**config.mk**
```make
export PLATFORM = sky130hd
export DESIGN_NAME = row_sum_top
export DESIGN_NICKNAME = d
export VERILOG_FILES = /design/src/row_sum_pkg.sv /design/src/row_sequencer.sv /design/src/row_fetch.sv /design/src/pair_add_stage.sv /design/src/row_sum_top.sv
export SDC_FILE = /design/constraint.sdc
export NUM_CORES = 1
export LEC_CHECK = 0
export ABC_AREA = 1
export BUFFER_PORTS_ARGS = -buffer_cell sky130_fd_sc_hd__buf_2
export CAP_MARGIN = 15
export CORE_MARGIN = 5
export CORE_UTILIZATION = 40
export CTS_CLUSTER_SIZE = 12
export DETAILED_ROUTE_END_ITERATION = 10
export PLACE_DENSITY = 0.7
export SYNTH_ARGS = -nofsm -noshare
export SYNTH_HDL_FRONTEND = slang
export SYNTH_SLANG_ARGS = --single-unit
```
**constraint.sdc**
```tcl
create_clock -name clk -period 2.31 [get_ports clk]
set_input_delay 0.231 -clock clk [delete_from_list [all_inputs] [get_ports clk]]
set_output_delay 0.231 -clock clk [all_outputs]
set_load 0.005 [all_outputs]
```
**src/row_sum_pkg.sv**
```systemverilog
package row_sum_pkg;

    // matrix geometry
    localparam int ROWS      = 10;
    localparam int COLS      = 8;

    // widths
    localparam int VAL_W     = 4;
    localparam int SUM_W     = 7;   // holds 8 x 15 = 120
    localparam int ROW_IDX_W = 4;

    // one unsigned matrix value
    typedef logic [VAL_W-1:0] val_t;

    // column 0 sits in the top nibble
    typedef val_t [0:COLS-1] row_t;

    // row 0 sits in the top 32 bits
    typedef row_t [0:ROWS-1] matrix_t;

    // adder tree level widths
    typedef logic [VAL_W:0]   pair_t;   // first level
    typedef logic [VAL_W+1:0] quad_t;   // second level
    typedef logic [SUM_W-1:0] sum_t;    // full row

    typedef logic [ROW_IDX_W-1:0] row_idx_t;

endpackage

```
**src/row_sequencer.sv**
```systemverilog
`timescale 1ns/1ns

module row_sequencer
    import row_sum_pkg::*;
(
    input  logic     clk,
    input  logic     rst_n,
    input  logic     start,
    input  logic     sum_valid,
    output row_idx_t row_idx,
    output logic     row_issue,
    output logic     done
);

    typedef enum logic [1:0] {
        ST_IDLE,
        ST_ISSUE,
        ST_WAIT_DRAIN
    } state_t;

    state_t   state;
    row_idx_t sum_cnt;    // sums returned this pass
    logic     done_q;
    logic     last_sum;
    logic     last_row;

    assign row_issue = (state == ST_ISSUE);
    assign last_row  = (row_idx == row_idx_t'(ROWS - 1));

    // tenth strobe coming back from the tree
    assign last_sum  = (state == ST_WAIT_DRAIN) && sum_valid &&
                       (sum_cnt == row_idx_t'(ROWS - 1));

    // rises in the same cycle as the last sum, held by done_q after that
    assign done      = done_q || last_sum;

    always_ff @(posedge clk) begin
        if (!rst_n) begin
            state   <= ST_IDLE;
            row_idx <= '0;
            sum_cnt <= '0;
            done_q  <= 1'b0;
        end else begin
            case (state)
                ST_IDLE: begin
                    if (start) begin    // also taken while done is up
                        state   <= ST_ISSUE;
                        row_idx <= '0;
                        sum_cnt <= '0;
                        done_q  <= 1'b0;
                    end
                end
                ST_ISSUE: begin
                    if (last_row) begin
                        state <= ST_WAIT_DRAIN;
                    end else begin
                        row_idx <= row_idx + 1'b1;
                    end
                    if (sum_valid) begin    // early rows already out of the tree
                        sum_cnt <= sum_cnt + 1'b1;
                    end
                end
                ST_WAIT_DRAIN: begin
                    if (sum_valid) begin
                        sum_cnt <= sum_cnt + 1'b1;
                    end
                    if (last_sum) begin
                        state  <= ST_IDLE;
                        done_q <= 1'b1;
                    end
                end
                default: begin
                    state <= ST_IDLE;
                end
            endcase
        end
    end

    a_done_not_issuing: assert property (
        @(posedge clk) disable iff (!rst_n)
        !(done && row_issue)
    );

    // tree output only while a pass is open
    a_sum_only_in_pass: assert property (
        @(posedge clk) disable iff (!rst_n)
        sum_valid |-> (state != ST_IDLE)
    );

endmodule

```
**src/row_fetch.sv**
```systemverilog
`timescale 1ns/1ns

module row_fetch
    import row_sum_pkg::*;
(
    input  logic     clk,
    input  logic     rst_n,
    input  matrix_t  matrix,
    input  row_idx_t row_idx,
    input  logic     row_issue,
    output row_t     lane_vals,
    output logic     lane_valid
);

    row_t row_sel;

    // row select mux, no padding for unused codes
    always_comb begin
        row_sel = '0;
        for (int r = 0; r < ROWS; r++) begin
            if (row_idx == row_idx_t'(r)) begin
                row_sel = matrix[r];
            end
        end
    end

    // input register rank, one nibble per lane
    always_ff @(posedge clk) begin
        if (row_issue) begin
            lane_vals <= row_sel;
        end
    end

    always_ff @(posedge clk) begin
        if (!rst_n) begin
            lane_valid <= 1'b0;
        end else begin
            lane_valid <= row_issue;
        end
    end

    a_row_idx_in_range: assert property (
        @(posedge clk) disable iff (!rst_n)
        row_issue |-> (row_idx < row_idx_t'(ROWS))
    );

endmodule

```
**src/pair_add_stage.sv**
```systemverilog
`timescale 1ns/1ns

module pair_add_stage
    import row_sum_pkg::*;
#(
    parameter int  LANES = COLS,
    parameter type in_t  = val_t,
    parameter type out_t = pair_t
) (
    input  logic               clk,
    input  logic               rst_n,
    input  in_t  [0:LANES-1]   in_vals,
    input  logic               in_valid,
    output out_t [0:LANES/2-1] out_vals,
    output logic               out_valid
);

    out_t [0:LANES/2-1] pair_sum;

    // lane 2i plus lane 2i+1, widened first so the carry is kept
    for (genvar i = 0; i < LANES / 2; i++) begin : g_pair
        assign pair_sum[i] = out_t'(in_vals[2*i]) + out_t'(in_vals[2*i+1]);
    end

    always_ff @(posedge clk) begin
        out_vals <= pair_sum;
    end

    always_ff @(posedge clk) begin
        if (!rst_n) begin
            out_valid <= 1'b0;
        end else begin
            out_valid <= in_valid;    // tracks data one level down
        end
    end

    a_valid_known: assert property (
        @(posedge clk) disable iff (!rst_n)
        !$isunknown(out_valid)
    );

endmodule

```
**src/row_sum_top.sv**
```systemverilog
`timescale 1ns/1ns

module row_sum_top
    import row_sum_pkg::*;
(
    input  logic    clk,
    input  logic    rst_n,
    input  logic    start,
    input  matrix_t matrix,
    output sum_t    sum,
    output logic    sum_valid,
    output logic    done
);

    row_idx_t       row_idx;
    logic           row_issue;

    row_t           lane_vals;
    logic           lane_valid;

    pair_t [0:3]    pair_vals;
    logic           pair_valid;

    quad_t [0:1]    quad_vals;
    logic           quad_valid;

    row_sequencer u_seq (
        .clk       (clk),
        .rst_n     (rst_n),
        .start     (start),
        .sum_valid (sum_valid),
        .row_idx   (row_idx),
        .row_issue (row_issue),
        .done      (done)
    );

    row_fetch u_fetch (
        .clk        (clk),
        .rst_n      (rst_n),
        .matrix     (matrix),
        .row_idx    (row_idx),
        .row_issue  (row_issue),
        .lane_vals  (lane_vals),
        .lane_valid (lane_valid)
    );

    // 8 nibbles to 4 pair sums
    pair_add_stage #(
        .LANES (COLS),
        .in_t  (val_t),
        .out_t (pair_t)
    ) u_add_l1 (
        .clk       (clk),
        .rst_n     (rst_n),
        .in_vals   (lane_vals),
        .in_valid  (lane_valid),
        .out_vals  (pair_vals),
        .out_valid (pair_valid)
    );

    pair_add_stage #(
        .LANES (COLS / 2),
        .in_t  (pair_t),
        .out_t (quad_t)
    ) u_add_l2 (
        .clk       (clk),
        .rst_n     (rst_n),
        .in_vals   (pair_vals),
        .in_valid  (pair_valid),
        .out_vals  (quad_vals),
        .out_valid (quad_valid)
    );

    // single lane left, that is the row sum
    pair_add_stage #(
        .LANES (COLS / 4),
        .in_t  (quad_t),
        .out_t (sum_t)
    ) u_add_l3 (
        .clk       (clk),
        .rst_n     (rst_n),
        .in_vals   (quad_vals),
        .in_valid  (quad_valid),
        .out_vals  (sum),
        .out_valid (sum_valid)
    );

endmodule

```
# Word-level counts from Yosys, hierarchy flattened
# Cells that the tools add are included.
# Widths: inputs -> output; s select.
dict set report op_classes {
  n_mux 22
  n_eq_ne 17
  n_reduce_logical 13
  n_addsub 9
}
# op n
set op_table {}
lappend op_table {{$mux 32} 10}
lappend op_table {{$add 4x4->5} 4}
lappend op_table {{$eq 4x3->1 const B} 4}
lappend op_table {{$pmux 4 s2} 2}
lappend op_table {{$add 5x5->6} 2}
lappend op_table {{$eq 4x4->1 const B} 3}
lappend op_table {{$mux 4} 3}
lappend op_table {{$reduce_and 3->1} 4}
lappend op_table {{$add 4x1->4 const B} 2}
lappend op_table {{$eq 4x2->1 const B} 2}
lappend op_table {{$add 6x6->7} 1}
lappend op_table {{$mux 2} 3}
lappend op_table {{$ne 2x2->1 const B} 3}
lappend op_table {{$pmux 2 s3} 1}
lappend op_table {{$reduce_bool 2->1} 3}
lappend op_table {{$eq 4x1->1 const B} 1}
lappend op_table {{$logic_not 4->1} 1}
lappend op_table {{$ne 2x1->1 const B} 2}
lappend op_table {{$eq 2x1->1 const B} 1}
lappend op_table {{$eq 2x2->1 const B} 1}
lappend op_table {{$logic_and 1x1->1} 2}
lappend op_table {{$logic_not 2->1} 1}
lappend op_table {{$mux 1} 2}
lappend op_table {{$pmux 1 s2} 1}
lappend op_table {{other kinds (2)} 2}
dict set report totals {
  out_inout_bits 9
  input_bits 323
  elab_cells 84
  register_bits 86
}

# Depth between registers and ports, before layout
dict set report logic_depth {
  ltp_word 11
  mapped_depth 15
  mapped_depth_nobuf 14
}

# Cells and area by module
# A second synthesis with hierarchy kept.
dict set report hier_totals {
  cells_unflattened 989
  hier_area_um2 6426.2
}
# module n_inst cells_each seq_area_each_um2 area_per_inst_um2
set by_module_without_submodules {}
lappend by_module_without_submodules {row_fetch 1 636 980.9 3567.2}
lappend by_module_without_submodules {{pair_add_stage (u_add_l1)} 1 118 420.4 1042.2}
lappend by_module_without_submodules {row_sequencer 1 111 220.2 747.0}
lappend by_module_without_submodules {{pair_add_stage (u_add_l2)} 1 78 260.2 666.9}
lappend by_module_without_submodules {{pair_add_stage (u_add_l3)} 1 46 160.2 402.9}

# Worst setup path before layout
# No wires, ideal clock.
dict set report synth_timing {
  path_kind {register -> register}
  startpoint {register u_seq.state[1]}
  endpoint {register u_seq.row_idx[2]}
  path_stages_with_launch 8
  period_less_slack_ns 2.051
  setup_ns 0.080
  arrival_time_ns 1.972
  n_path_buf 0
  setup_slack_ns 0.259
  required_time_ns 2.230
  cell_sequence {dfxtp_1 > inv_1 > ha_1 > nand2_1 > nand2_1 > nand2_1 > o21ai_0 > nor3b_1}
}
dict set report synth_via {
  elab_chain_len 3
  elab_cells_between_ends 7
  classes_between {eq/ne: 3; mux: 1; reduce/logical: 3}
}
# element line_no
set synth_rtl {}
lappend synth_rtl {{start, declared} row_sequencer.sv:21} ;# state_t state;
lappend synth_rtl {{start signal, assigned} row_sequencer.sv:39} ;# state <= ST_IDLE;
lappend synth_rtl {{start signal, assigned} row_sequencer.sv:47} ;# state <= ST_ISSUE;
lappend synth_rtl {{start signal, assigned} row_sequencer.sv:55} ;# state <= ST_WAIT_DRAIN;
lappend synth_rtl {{$eq 2x1->1 *} n/a}
lappend synth_rtl {{named net row_issue} row_sum_top.sv:16} ;# logic row_issue;
lappend synth_rtl {{$ne 2x2->1 (no source line) / $reduce_bool 2->1 (equally long branches)} n/a}
lappend synth_rtl {{$reduce_and 3->1 (no source line)} n/a}
lappend synth_rtl {{end signal, assigned} row_sequencer.sv:57} ;# row_idx <= row_idx + 1'b1;
lappend synth_rtl {{end, declared} row_sequencer.sv:10} ;# output row_idx_t row_idx,
# The timed path passes the listed nets; every way through them passes the cells marked *.
# A chain may end at the register's enable or synchronous reset.

==> impl_metrics.toml <==
[status]
status = "finished, final reports clean"

[floorplan]
core_area_mm2 = 0.0180
dieArea_mm2 = 0.0211
initial_core_util_pct = 40.7
std_cell_rows = 49
die_w_um = 145
die_h_um = 145
floorplan.io_pins = 332

[drt]
dr.pass1.iters = 5
drc_errors = 0
wire_per_inst_um = 15.3
num_vias = 8336
totalWireLength_mm = 26.5
first_iter_violations = 444
drt-vias-per-instance = 4.82
final_antenna_net_count = 0

[place]
dp_hpwl_mm = 20.9
placed_area_mm2 = 0.00919
port_buffers = 331
globalplace.congestion = 0.947
dp.cells = 1706

[timing]
setup-tns-final_ns = 0
rsz0062_at_grt = "false"
relSlewSlack_pct = 58.8
hold_viol = 0
setup_viol = 0
min_period_over_period_pct = 93.3
fmax_ghz = 0.464
worst_slew_pin_slew_ns = 0.617
fin_skew_ns = 0.00711
fin_crit_ns = 2.16
drv_slew = 0

[synth]
ys.flop_type = "dfxtp_1"
netlist_instances = 1186
synth_edf_count = 32
synth_largest_area_cell = "nand2_1"
async_flop_share_pct = 0
ys_ff_latch = 86
synth-warning-count = 0
synth_area_mm2 = 0.00733
syn_avg_cell_area_um2 = 6.18
synth_nets = 1557
synth.distinct_cells = 35
yosysTopAreaCellShare_pct = 19.4
synthTopCellsByArea = "nand2_1 19%, dfxtp_1 15%, edfxtp_1 13%"
ys_seq_area_share_pct = 27.8

[setup_path]
slowest_delay_ns = 0.31
crit_family = "simple AND/OR/NAND/NOR gates"
critPathArrivalTime_ns = 2.25
end_kind = "flop"
worst_setup_path_start_kind = "flop"
path_common_cell = "nand2_1"
worstPathCellList = "inv_1, ha_4, buf_12, nand3_2, clkbuf_16, nor2_1, nor2_1, nand2_1, nand2_1, nand2_1, nand2_1, nand2_1, nand2_1"
critPathBufInv = 3
worstSetupPathType = "reg -> reg"
r2r_slack_ns = 0.15
critPathRequiredTime_ns = 2.40
crit_path_top_delay_cell = "dfxtp_1"
cp_max_fo = 34

[final_layout]
final_common_cell = "nand2_1"
drive_gt1_share_pct = 28.2
area_growth_pct = 31.1
instances_no_fill = 1731
postLayoutCellArea_mm2 = 0.00961
layout_common_cells = "379 x nand2_1, 331 x buf_2, 168 x nand3_1, 136 x nor2_1, 89 x inv_1"
utilization_pct = 53.3
nNetsFinal = 1865
fill_cells = 1878

[clock_tree]
cts_sinks = 86
cts_buffer_depth = 2
clock-root-buffer = "clkbuf_16"
htreeDepth = 3
cts_buffers = 9
cts_tree = "yes"
clk_latency_ns = 0.34
clk_pin_slew_ns = 0.06

[pwr]
power_w = 0.00959
ir_drop_v = 0.000914
p_leak_nw = 5.30
p_per_area_mw_per_mm2 = 997

[global_routing]
grt_max_degree = 65
grt_pass1_wl_mm = 40.3
grt_pass1_vias = 8011
grt_overflow = 0
gr-usage-all-layers_pct = 23.4
antenna_found_initial = 3

[hold_path]
hold_path.class = "in -> reg"

[flow_run]
max_cap_violations = 0
cells by family after synthesis:
| kind of cell | synth area share (%) |
|---|---|
| and+or+nand+nor | 42.7 |
| DFF | 27.8 |
| buffers and inverters | 12.4 |
| adders and majority gates | 8.91 |
| AOI/OAI and AO/OA | 5.87 |
| xor gates and xnor gates | 2.27 |
path summary, 6_finish.rpt:
| path | start | end | depth (start not counted) |
|---|---|---|---|
| worst max-delay path | u_seq.row_idx[1] | u_fetch.lane_vals[0] | 13 |
| worst min-delay path | matrix[26] | u_fetch.lane_vals[26] | 3 |
| worst max register to register | u_seq.row_idx[1] | u_fetch.lane_vals[0] | 13 |
| worst min register to register | u_add_l2.out_valid | u_add_l3.out_valid | 2 |
cell type report:
class | instances | area, um^2 | area share, %
well taps | 229 | 287 | 2.98
multi-input cells | 883 | 4410 | 45.8
repair buffers | 357 | 1990 | 20.7
clock inverters | 4 | 28.8 | 0.299
inverters | 157 | 589 | 6.13
flip-flops and latches | 86 | 2040 | 21.3
diodes | 3 | 7.51 | 0.0781
clock buffers | 12 | 256 | 2.67
Yosys cell counts (8+ instances only):
cell and n:
nor2_1 136, buf_6 8, a21oi_1 22, nand2_1 379
dfxtp_1 54, o21ai_0 49, nand3_1 168, clkbuf_1 23
or2_0 28, inv_2 37, ha_1 41, buf_2 27
inv_1 89, xor2_1 12, edfxtp_1 32, clkinv_1 31
through the flow:
stage	setup slack [ns]	hold slack (ns)
floorplan	0.259	0.390
global placement	-0.316	0.395
detailed placement	-0.323	0.399
CTS	0.00373	0.148
global route	0.0149	0.154
finish	0.154	0.160
sequential cells by signal, indices dropped and copies added (netlist names):
signal,count
u_add_l2.out_vals,12
u_seq.sum_cnt,4
u_seq.done_q,1
u_seq.state,2
u_add_l1.out_valid,1
u_add_l2.out_valid,1
u_fetch.lane_vals,32
u_add_l3.out_valid,1
u_seq.row_idx,4
u_add_l3.out_vals,7
u_add_l1.out_vals,20
u_fetch.lane_valid,1
what timing repair did:
item,CTS,global route
hold buffers,0,0
gates cloned,0,3
endpoints found under the setup margin,32,33
gates resized for setup,1,8
pin swaps,0,1
setup buffers,0,3
endpoints found under the hold margin,0,0
per-layer routing:
metal | vias up | wire length [um] | global-route usage, %
li1 | 4312 | - | -
met1 | 3620 | 10700 | 29.3
met2 | 348 | 13100 | 39.6
met3 | 56 | 1790 | 4.45
met4 | 0 | 975 | 9.93
met5 | - | 0 | 0
tightest hold or removal path, cell delays in order:
cell,delay [ns]
buf_2,0.07
nand2_1,0.04
nand2_1,0.05
report_power, final:
group          internal (W)  total (W)  switching [W]
sequential          0.00249    0.00276       0.000275
clock              0.000793    0.00139       0.000599
combinational       0.00224    0.00543        0.00319
(Power assumes the default switching activity.)
